## config.mk

```make
export PLATFORM = sky130hd
export DESIGN_NAME = eeprom_subsys
export DESIGN_NICKNAME = d
export VERILOG_FILES = /design/src/hdl/eeprom_pkg.sv /design/src/hdl/eeprom_req_if.sv /design/src/hdl/i2c_phy_if.sv /design/src/hdl/eeprom_arbiter.sv /design/src/hdl/eeprom_sequencer.sv /design/src/hdl/i2c_byte_phy.sv /design/src/hdl/eeprom_subsys.sv
export VERILOG_INCLUDE_DIRS = /design/src /design/src/hdl
export SDC_FILE = /design/constraint.sdc
export NUM_CORES = 1
export LEC_CHECK = 0
export BUFFER_PORTS_ARGS = -buffer_cell sky130_fd_sc_hd__buf_4
export CAP_MARGIN = 25
export CORE_ASPECT_RATIO = 1.1
export CORE_UTILIZATION = 58
export CTS_CLUSTER_SIZE = 20
export DETAILED_ROUTE_END_ITERATION = 10
export PLACE_DENSITY_LB_ADDON = 0.25
export SLEW_MARGIN = 10
export SYNTH_ARGS = -nofsm -noshare
export SYNTH_HDL_FRONTEND = slang
export SYNTH_SLANG_ARGS = --single-unit
```

## constraint.sdc

```tcl
create_clock -name CLK -period 5.4 [get_ports CLK]
set_clock_uncertainty 0.15 [all_clocks]
set_input_delay 0.54 -clock CLK [delete_from_list [all_inputs] [get_ports CLK]]
set_output_delay 0.54 -clock CLK [all_outputs]
set_load 0.01 [all_outputs]
```

## src/hdl/eeprom_defs.svh

```systemverilog
`ifndef EEPROM_DEFS_SVH
`define EEPROM_DEFS_SVH

// 2 KB part with the high three address bits in the control byte
`define EE_ADDR_W 11
`define EE_DATA_W 8

`define EE_SCL_HALF 4 // system clocks per scl half period (3 or more)

`define EE_DEV_TYPE 4'b1010

`endif

```

## src/hdl/eeprom_pkg.sv

```systemverilog
`default_nettype none

`include "eeprom_defs.svh"

package eeprom_pkg;

    // bit engine operations
    typedef enum logic [1:0] {
        PHY_START,
        PHY_STOP,
        PHY_WRITE,
        PHY_READ
    } phy_cmd_e;

    // control byte, shifted raw by the phy and built by fields in the sequencer
    typedef union packed {
        logic [`EE_DATA_W-1:0] raw;
        struct packed {
            logic [3:0]                      dev_type;
            logic [`EE_ADDR_W-`EE_DATA_W-1:0] block;
            logic                            rnw;
        } f;
    } ctrl_byte_u;

endpackage

`default_nettype wire

```

## src/hdl/eeprom_req_if.sv

```systemverilog
`timescale 1ns/1ps
`default_nettype none

`include "eeprom_defs.svh"

interface eeprom_req_if;
    logic                  wr;
    logic                  rd;
    logic [`EE_ADDR_W-1:0] addr;
    logic [`EE_DATA_W-1:0] wdata;
    logic                  ack;   // one cycle, ends the request
    logic [`EE_DATA_W-1:0] rdata;
    logic                  err;

    modport arb (output wr, rd, addr, wdata, input ack, rdata, err);

    modport seq (input wr, rd, addr, wdata, output ack, rdata, err);

endinterface

`default_nettype wire

```

## src/hdl/i2c_phy_if.sv

```systemverilog
`timescale 1ns/1ps
`default_nettype none

`include "eeprom_defs.svh"

interface i2c_phy_if;
    logic                    cmd_valid; // pulse, phy idle only
    eeprom_pkg::phy_cmd_e    cmd;
    eeprom_pkg::ctrl_byte_u  tx_byte;
    logic                    tx_nack;   // master ack bit after a read
    logic                    done;
    logic [`EE_DATA_W-1:0]   rx_byte;
    logic                    rx_ack;    // 1 = slave acked

    modport seq (output cmd_valid, cmd, tx_byte, tx_nack, input done, rx_byte, rx_ack);

    modport phy (input cmd_valid, cmd, tx_byte, tx_nack, output done, rx_byte, rx_ack);

endinterface

`default_nettype wire

```

## src/hdl/eeprom_arbiter.sv

```systemverilog
`timescale 1ns/1ps
`default_nettype none

`include "eeprom_defs.svh"

module eeprom_arbiter (
    input  wire                   CLK,
    input  wire                   RESET,
    input  wire                   a_wr,
    input  wire                   a_rd,
    input  wire  [`EE_ADDR_W-1:0] a_addr,
    input  wire  [`EE_DATA_W-1:0] a_wdata,
    input  wire                   b_wr,
    input  wire                   b_rd,
    input  wire  [`EE_ADDR_W-1:0] b_addr,
    input  wire  [`EE_DATA_W-1:0] b_wdata,
    output logic                  a_ack,
    output logic [`EE_DATA_W-1:0] a_rdata,
    output logic                  a_err,
    output logic                  b_ack,
    output logic [`EE_DATA_W-1:0] b_rdata,
    output logic                  b_err,
    eeprom_req_if.arb             req
);

    logic busy;
    logic sel;   // 1 = port b granted
    logic last;  // port served last
    logic a_req;
    logic b_req;
    logic pick_b;

    assign a_req  = a_wr | a_rd;
    assign b_req  = b_wr | b_rd;
    assign pick_b = b_req && (!a_req || !last); // on a tie the other port wins

    always_ff @(posedge CLK) begin
        if (RESET) begin
            busy <= 1'b0;
            sel  <= 1'b0;
            last <= 1'b1; // a wins the first tie
        end else if (!busy) begin
            if (a_req || b_req) begin
                busy <= 1'b1;
                sel  <= pick_b;
            end
        end else if (req.ack) begin
            busy <= 1'b0;
            last <= sel;
        end
    end

    assign req.wr    = busy && (sel ? b_wr : a_wr);
    assign req.rd    = busy && (sel ? b_rd : a_rd);
    assign req.addr  = sel ? b_addr : a_addr;
    assign req.wdata = sel ? b_wdata : a_wdata;

    assign a_ack   = busy && !sel && req.ack;
    assign b_ack   = busy && sel && req.ack;
    assign a_rdata = a_ack ? req.rdata : '0;
    assign b_rdata = b_ack ? req.rdata : '0;
    assign a_err   = a_ack && req.err;
    assign b_err   = b_ack && req.err;

endmodule

`default_nettype wire

```

## src/hdl/eeprom_sequencer.sv

```systemverilog
`timescale 1ns/1ps
`default_nettype none

`include "eeprom_defs.svh"

module eeprom_sequencer (
    input wire        CLK,
    input wire        RESET,
    eeprom_req_if.seq req,
    i2c_phy_if.seq    phy
);

    // one-hot state bits
    localparam int S_IDLE     = 0;
    localparam int S_WR_START = 1;
    localparam int S_CTRL_WR  = 2;
    localparam int S_ADDR_WR  = 3;
    localparam int S_DATA_WR  = 4;
    localparam int S_RD_START = 5;
    localparam int S_CTRL_RD  = 6;
    localparam int S_DATA_RD  = 7;
    localparam int S_STOP     = 8;
    localparam int S_ACK      = 9;

    logic [9:0]             state;
    eeprom_pkg::ctrl_byte_u ctrl;

    always_comb begin
        ctrl.f.dev_type = `EE_DEV_TYPE;
        ctrl.f.block    = req.addr[`EE_ADDR_W-1:`EE_DATA_W];
        ctrl.f.rnw      = state[S_RD_START]; // read control goes out after the repeated start
    end

    assign req.ack = state[S_ACK];

    // each state waits for done of its own command, then issues the next one
    always_ff @(posedge CLK) begin
        if (RESET) begin
            state         <= 10'b1 << S_IDLE;
            req.err       <= 1'b0;
            phy.cmd_valid <= 1'b0;
        end else begin
            phy.cmd_valid <= 1'b0;
            case (1'b1)
                state[S_IDLE]: begin
                    if (req.wr || req.rd) begin
                        req.err       <= 1'b0;
                        req.rdata     <= '0;
                        phy.cmd_valid <= 1'b1;
                        phy.cmd       <= eeprom_pkg::PHY_START;
                        phy.tx_nack   <= 1'b0;
                        state         <= 10'b1 << S_WR_START;
                    end
                end
                state[S_WR_START]: begin
                    if (phy.done) begin
                        phy.cmd_valid <= 1'b1;
                        phy.cmd       <= eeprom_pkg::PHY_WRITE;
                        phy.tx_byte   <= ctrl;
                        state         <= 10'b1 << S_CTRL_WR;
                    end
                end
                state[S_CTRL_WR]: begin
                    if (phy.done) begin
                        phy.cmd_valid <= 1'b1;
                        if (!phy.rx_ack) begin // no device, give up
                            req.err <= 1'b1;
                            phy.cmd <= eeprom_pkg::PHY_STOP;
                            state   <= 10'b1 << S_STOP;
                        end else begin
                            phy.cmd         <= eeprom_pkg::PHY_WRITE;
                            phy.tx_byte.raw <= req.addr[`EE_DATA_W-1:0];
                            state           <= 10'b1 << S_ADDR_WR;
                        end
                    end
                end
                state[S_ADDR_WR]: begin
                    if (phy.done) begin
                        phy.cmd_valid <= 1'b1;
                        if (req.rd) begin
                            phy.cmd <= eeprom_pkg::PHY_START; // repeated start
                            state   <= 10'b1 << S_RD_START;
                        end else begin
                            phy.cmd         <= eeprom_pkg::PHY_WRITE;
                            phy.tx_byte.raw <= req.wdata;
                            state           <= 10'b1 << S_DATA_WR;
                        end
                    end
                end
                state[S_DATA_WR]: begin
                    if (phy.done) begin
                        phy.cmd_valid <= 1'b1;
                        phy.cmd       <= eeprom_pkg::PHY_STOP;
                        state         <= 10'b1 << S_STOP;
                    end
                end
                state[S_RD_START]: begin
                    if (phy.done) begin
                        phy.cmd_valid <= 1'b1;
                        phy.cmd       <= eeprom_pkg::PHY_WRITE;
                        phy.tx_byte   <= ctrl;
                        state         <= 10'b1 << S_CTRL_RD;
                    end
                end
                state[S_CTRL_RD]: begin
                    if (phy.done) begin
                        phy.cmd_valid <= 1'b1;
                        phy.cmd       <= eeprom_pkg::PHY_READ;
                        phy.tx_nack   <= 1'b1; // single byte, nack ends it
                        state         <= 10'b1 << S_DATA_RD;
                    end
                end
                state[S_DATA_RD]: begin
                    if (phy.done) begin
                        req.rdata     <= phy.rx_byte;
                        phy.cmd_valid <= 1'b1;
                        phy.cmd       <= eeprom_pkg::PHY_STOP;
                        state         <= 10'b1 << S_STOP;
                    end
                end
                state[S_STOP]: begin
                    if (phy.done) begin
                        state <= 10'b1 << S_ACK;
                    end
                end
                default: begin
                    state <= 10'b1 << S_IDLE; // ack lasts one cycle
                end
            endcase
        end
    end

endmodule

`default_nettype wire

```

## src/hdl/i2c_byte_phy.sv

```systemverilog
`timescale 1ns/1ps
`default_nettype none

`include "eeprom_defs.svh"

module i2c_byte_phy (
    input  wire     CLK,
    input  wire     RESET,
    input  wire     sda_in,
    output logic    scl,
    output logic    sda_oe,   // 1 pulls sda low
    i2c_phy_if.phy  phy
);

    localparam int HALF  = `EE_SCL_HALF;
    localparam int MID   = HALF / 2;
    localparam int CNT_W = (HALF > 2) ? $clog2(HALF) : 1;

    logic                  busy;
    eeprom_pkg::phy_cmd_e  op;
    logic                  nack;
    logic [CNT_W-1:0]      cnt;    // clocks within a half period
    logic [4:0]            phase;  // half period index
    logic [4:0]            last_phase;
    logic                  in_ack;
    logic [`EE_DATA_W-1:0] shreg;  // out on writes, in on reads

    // a byte is nine bits of low and high halves, start and stop are two halves
    assign last_phase = (op == eeprom_pkg::PHY_WRITE || op == eeprom_pkg::PHY_READ) ?
                        5'd17 : 5'd1;
    assign in_ack     = (phase[4:1] == 4'd8);
    assign phy.rx_byte = shreg;

    always_ff @(posedge CLK) begin
        if (RESET) begin
            scl        <= 1'b1;
            sda_oe     <= 1'b0;
            busy       <= 1'b0;
            cnt        <= '0;
            phase      <= '0;
            phy.done   <= 1'b0;
            phy.rx_ack <= 1'b0;
        end else begin
            phy.done <= 1'b0;
            if (!busy) begin
                if (phy.cmd_valid) begin
                    busy  <= 1'b1;
                    op    <= phy.cmd;
                    nack  <= phy.tx_nack;
                    shreg <= phy.tx_byte.raw;
                    cnt   <= '0;
                    phase <= '0;
                    if (phy.cmd == eeprom_pkg::PHY_START) begin
                        scl <= 1'b1; // repeated start raises scl first
                    end
                end
            end else begin
                cnt <= cnt + 1'b1;
                // sda moves in mid half, away from scl edges
                if (cnt == CNT_W'(MID)) begin
                    case (op)
                        eeprom_pkg::PHY_START: begin
                            if (phase[0]) begin
                                sda_oe <= 1'b1; // sda falls with scl high
                            end
                        end
                        eeprom_pkg::PHY_STOP: begin
                            sda_oe <= ~phase[0]; // low first, then rises with scl high
                        end
                        default: begin
                            if (!phase[0]) begin
                                if (in_ack) begin
                                    sda_oe <= (op == eeprom_pkg::PHY_READ) && !nack;
                                end else begin
                                    sda_oe <= (op == eeprom_pkg::PHY_WRITE) && !shreg[7];
                                end
                            end else if (in_ack) begin
                                if (op == eeprom_pkg::PHY_WRITE) begin
                                    phy.rx_ack <= !sda_in;
                                end
                            end else begin
                                shreg <= {shreg[`EE_DATA_W-2:0], sda_in};
                            end
                        end
                    endcase
                end
                if (cnt == CNT_W'(HALF - 1)) begin
                    cnt <= '0;
                    case (op)
                        eeprom_pkg::PHY_START: scl <= (phase == 5'd0);
                        eeprom_pkg::PHY_STOP:  scl <= 1'b1;
                        default:               scl <= ~phase[0];
                    endcase
                    if (phase == last_phase) begin
                        busy     <= 1'b0;
                        phy.done <= 1'b1;
                    end else begin
                        phase <= phase + 1'b1;
                    end
                end
            end
        end
    end

endmodule

`default_nettype wire

```

## src/hdl/eeprom_subsys.sv

```systemverilog
`timescale 1ns/1ps
`default_nettype none

`include "eeprom_defs.svh"

module eeprom_subsys (
    input  wire                   CLK,
    input  wire                   RESET,
    input  wire                   a_wr,
    input  wire                   a_rd,
    input  wire  [`EE_ADDR_W-1:0] a_addr,
    input  wire  [`EE_DATA_W-1:0] a_wdata,
    input  wire                   b_wr,
    input  wire                   b_rd,
    input  wire  [`EE_ADDR_W-1:0] b_addr,
    input  wire  [`EE_DATA_W-1:0] b_wdata,
    input  wire                   sda_in,
    output logic                  a_ack,
    output logic [`EE_DATA_W-1:0] a_rdata,
    output logic                  a_err,
    output logic                  b_ack,
    output logic [`EE_DATA_W-1:0] b_rdata,
    output logic                  b_err,
    output logic                  scl,
    output logic                  sda_oe
);

    eeprom_req_if req_bus ();
    i2c_phy_if    phy_bus ();

    eeprom_arbiter u_arb (
        .CLK     (CLK),
        .RESET   (RESET),
        .a_wr    (a_wr),
        .a_rd    (a_rd),
        .a_addr  (a_addr),
        .a_wdata (a_wdata),
        .b_wr    (b_wr),
        .b_rd    (b_rd),
        .b_addr  (b_addr),
        .b_wdata (b_wdata),
        .a_ack   (a_ack),
        .a_rdata (a_rdata),
        .a_err   (a_err),
        .b_ack   (b_ack),
        .b_rdata (b_rdata),
        .b_err   (b_err),
        .req     (req_bus)
    );

    eeprom_sequencer u_seq (
        .CLK   (CLK),
        .RESET (RESET),
        .req   (req_bus),
        .phy   (phy_bus)
    );

    // open drain, wired-and lives outside
    i2c_byte_phy u_phy (
        .CLK    (CLK),
        .RESET  (RESET),
        .sda_in (sda_in),
        .scl    (scl),
        .sda_oe (sda_oe),
        .phy    (phy_bus)
    );

endmodule

`default_nettype wire

```

==> impl_summary.md <==
Routing
The final routed wire length divided by cell count is 15.77 um. In the routed design, unresolved DRC markers number 0. The number of detailed-route iterations in the first pass is 5. The number of nets with antenna violations after routing is 0.

The ratio of routed vias to standard cells is approximately 6. The number of DRC markers in iteration 0 is roughly 260. The final route contains roughly 2700 vias.

After detailed routing, the total wire length is ~7300 um.

Logic synthesis
Counting every net in the synthesized netlist gives 378. The number of instances in the synthesized netlist is ~330. Ranked by instance count, the synthesized netlist is headed by nand2_1, edfxtp_1, a21oi_1, dfxtp_1. The number of synthesized flops with an enable pin is 30. The share of synthesized area occupied by flip-flops and latches is 0.4602. The largest total area in the synthesized netlist belongs to edfxtp_1. The number of synthesized register bits is 57. The synthesis warning total is 0. In this run, distinct cell masters in the synthesized netlist total a little under 50.

The proportion of register bits with asynchronous set or reset after synthesis is 0. The post-synth design cell area is ~3100 um2. After synthesis, the mean cell area works out to between 9 and 10 um2.

The most repeated cell in the gate-level netlist after synthesis is nand2_1. Yosys attributes the largest share of cell area to edfxtp_1, dfxtp_1, mux2i_1. The leading register cell type out of synthesis is edfxtp_1.

The area share of the leading cell type in the synthesized netlist is 0.2877.

CTS
Clock-pin slew was measured on the worst setup and hold paths at about 60 ps. The maximum number of buffers from clock root to sink is 2. In this run, CTS created clock tree buffers numbering 9. After clock tree synthesis, the repair step resized 0 gates. TritonCTS built the clock tree.

The later-pin clock latency in the skew report is 340 ps. In this run the post-CTS setup repair buffer count came out at 0. The clock sink count is 57.

The cell at the root of the clock tree is clkbuf_8. The cts-stage hold buffer count is 0. CTS built an H-tree with a depth of 3.

Final layout
The fraction of final layout cells with drive strength greater than 1 is 0.2474. The signed area change from the synthesized netlist to the final layout is 21.65%. The net count reported at finish is ~430. With fillers left out, the area of the finished cells amounts to 3810 um2. 0 antenna diodes ended up in the layout.

Power and ir drop
The switching power is around 0.00022 W. The internal power of the cells is approximately 0.00073 W. Across the VDD grid, the largest voltage drop is between 0.00015 and 0.0002 V. For this design the ratio of total power to cell area is roughly 250 nW/um2. The leakage dissipation is 1.448 nW. The clock network fraction of total power is 0.407. The share of total power dissipated in combinational logic is 0.082. Of the total power, the share spent switching nets is 0.2271. The share of total power dissipated in sequential elements is 0.511.

Floorplanning
The top-level I/O count is 67. The die is between 70 and 80 um wide. In this run the standard cell core region covers approximately 5100 um2. The floorplan step set the die height to a little under 80 um. The initialized floorplan defines 27 standard-cell rows. The die outline area is 5698 um2.

The effective utilization at floorplan is 0.6139.

Global route
For this run the aggregate overflow at the end of global routing stands at 0. The first global-routing pass estimated approximately 11000 um of wire. The number of antenna violations at the first check in global routing came to 0. Entering global routing, the biggest net connects 26 pins. The global-route total usage across every layer is 0.2610. The number of global-route vias before repair was roughly 2400.

Critical path
The endpoint of the most critical register-to-register path is u_seq.req.rdata[7]$_SDFFCE_PP0P_. The critical path is of the reg -> out type. The path depth of the worst reg2reg path is 3. STA puts the critical path data required time at approximately 4700 ps. The startpoint of the worst setup timing path is u_arb.sel$_SDFFE_PP0P_. The register-to-register setup slack is ~2600 ps. The startpoint of the worst register-to-register path is u_arb.sel$_SDFFE_PP0P_.

STA classifies the critical path startpoint as a flop. The end point of the critical path is b_rdata[5]. The kind of end point of the critical path is a primary output.

The largest driver fanout on the critical path is 25. For the worst setup path, the data arrival time is between 2000 and 2500 ps.

Timing
The worst-case headroom to the max-slew limit is 0.2997. The upper clock frequency limit is 0.3496 GHz. The count of final setup violators is 0.

The slew at the pin closest to its max-slew limit is 1049 ps. The number of failing hold endpoints at the final stage is 0. The number of max-slew violations in the final report came to 0. The setup TNS is 0 ps. The worst hold margin is about 290 ps. The worst path needs about 2900 ps of the cycle, external delays included. Setup repair after global routing left no endpoint under its margin. The final clock period utilization by the worst path is 0.5297.

Outcome
The run finished with clean final reports.

Worst hold path
The min-delay analysis places its worst path in the category reg -> reg.

Place
The placed instances occupy a cell area of 3616 um2. Routability-driven placement finished with a final weighted congestion of 0.9087. The number of buffer cells added on primary ports is between 60 and 70. Once detailed placement completed, the half-perimeter wirelength came to ~5100 um.

Job
The tool flagged a number of max-cap violations equal to 0.
kinds of logic after synthesis:
kind of cell | count (synthesis) | synth area share
buf+inv | 32 | 0.04315
compound gates | 81 | 0.1702
fa+ha+maj | 5 | 0.01998
xor+xnor | 1 | 0.002797
flops | 57 | 0.4602
mux | 26 | 0.08789
simple gates | 126 | 0.2157
registers in the layout, summed over array words and instances, names as in the netlist, 2 cells and up:
signal,flops
u_seq.phy.tx_byte,8
u_phy.cnt,2
u_phy.phy.rx_byte,8
u_seq.state,10
u_phy.phase,5
u_seq.req.rdata,8
u_seq.phy.cmd,2
u_phy.op,2
cell type report:
| class | instances | area, um2 |
|---|---|---|
| Multi-Input combinational cell | 239 | 1555 |
| Sequential cell | 57 | 1441 |
| Fill cell | 381 | 1291 |
| Clock buffer | 13 | 148.9 |
| Tap cell | 72 | 90.09 |
| Clock inverter | 3 | 40.04 |
| Timing Repair Buffer | 67 | 500.5 |
| Inverter | 9 | 33.78 |
power groups by stage:
stage	Clock, W	Combinational [W]	Sequential, W
after floorplan	0	0.0000546	0.000480
after global placement	0	0.0000749	0.000494
after detailed placement	0	0.0000766	0.000494
after CTS	0.000389	0.0000773	0.000485
after global routing	0.000408	0.0000852	0.000488
final	0.000387	0.0000777	0.000486
worst min-delay path by stage:
stage | slack [ps] | cells after the start | start | endpoint
final | 290 | 0 | u_seq.phy.tx_nack$_DFFE_PP_ | u_phy.nack$_DFFE_PP_
after global placement | 260 | 0 | u_seq.phy.tx_nack$_DFFE_PP_ | u_phy.nack$_DFFE_PP_
after floorplan | 250 | 0 | u_seq.phy.tx_nack$_DFFE_PP_ | u_phy.nack$_DFFE_PP_
after global routing | 290 | 0 | u_seq.phy.tx_nack$_DFFE_PP_ | u_phy.nack$_DFFE_PP_
after detailed placement | 280 | 0 | u_seq.phy.tx_nack$_DFFE_PP_ | u_phy.nack$_DFFE_PP_
after CTS | 290 | 0 | u_seq.phy.tx_nack$_DFFE_PP_ | u_phy.nack$_DFFE_PP_
cells in the final DEF (no fill, tap or decap), drive strengths merged, types with 9 or more instances in the layout:
cell type | synthesis | layout
inv | 9 | 9
dfxtp | 27 | 27
nor2 | 20 | 20
edfxtp | 30 | 30
nor2b | 13 | 13
nand2 | 32 | 32
o21ai | 14 | 14
buf | 8 | 67
and2 | 20 | 20
clkbuf | 15 | 13
mux2i | 14 | 14
a21oi | 27 | 27
mux2 | 12 | 12
worst max-delay path, stage by stage (launching register included):
cell     delay (ps)
dfxtp_1        1020
and3_1          510
and2_1          190
buf_4           120
stage by stage:
stage                     worst slack (ps)  instances  total power (W)    util
final                                 2540        460        0.0009503  0.7469
after global routing                  2388        460        0.0009810  0.7469
after CTS                             2538        459        0.0009516  0.7459
after detailed placement              2580        443        0.0005708  0.7089
after global placement                2645        443        0.0005684  0.7089
after floorplan                       3241        328        0.0005342       -
metal layers:
metal / track usage / up-vias / share of wire
li1: - / 1315 / -
met1: 0.3138 / 1244 / 0.42
met2: 0.4364 / 118 / 0.50
met3: 0.05711 / 15 / 0.062
met4: 0.1333 / 0 / 0.022
met5: 0 / - / 0
Note: power is estimated with default switching activity, not from simulation.
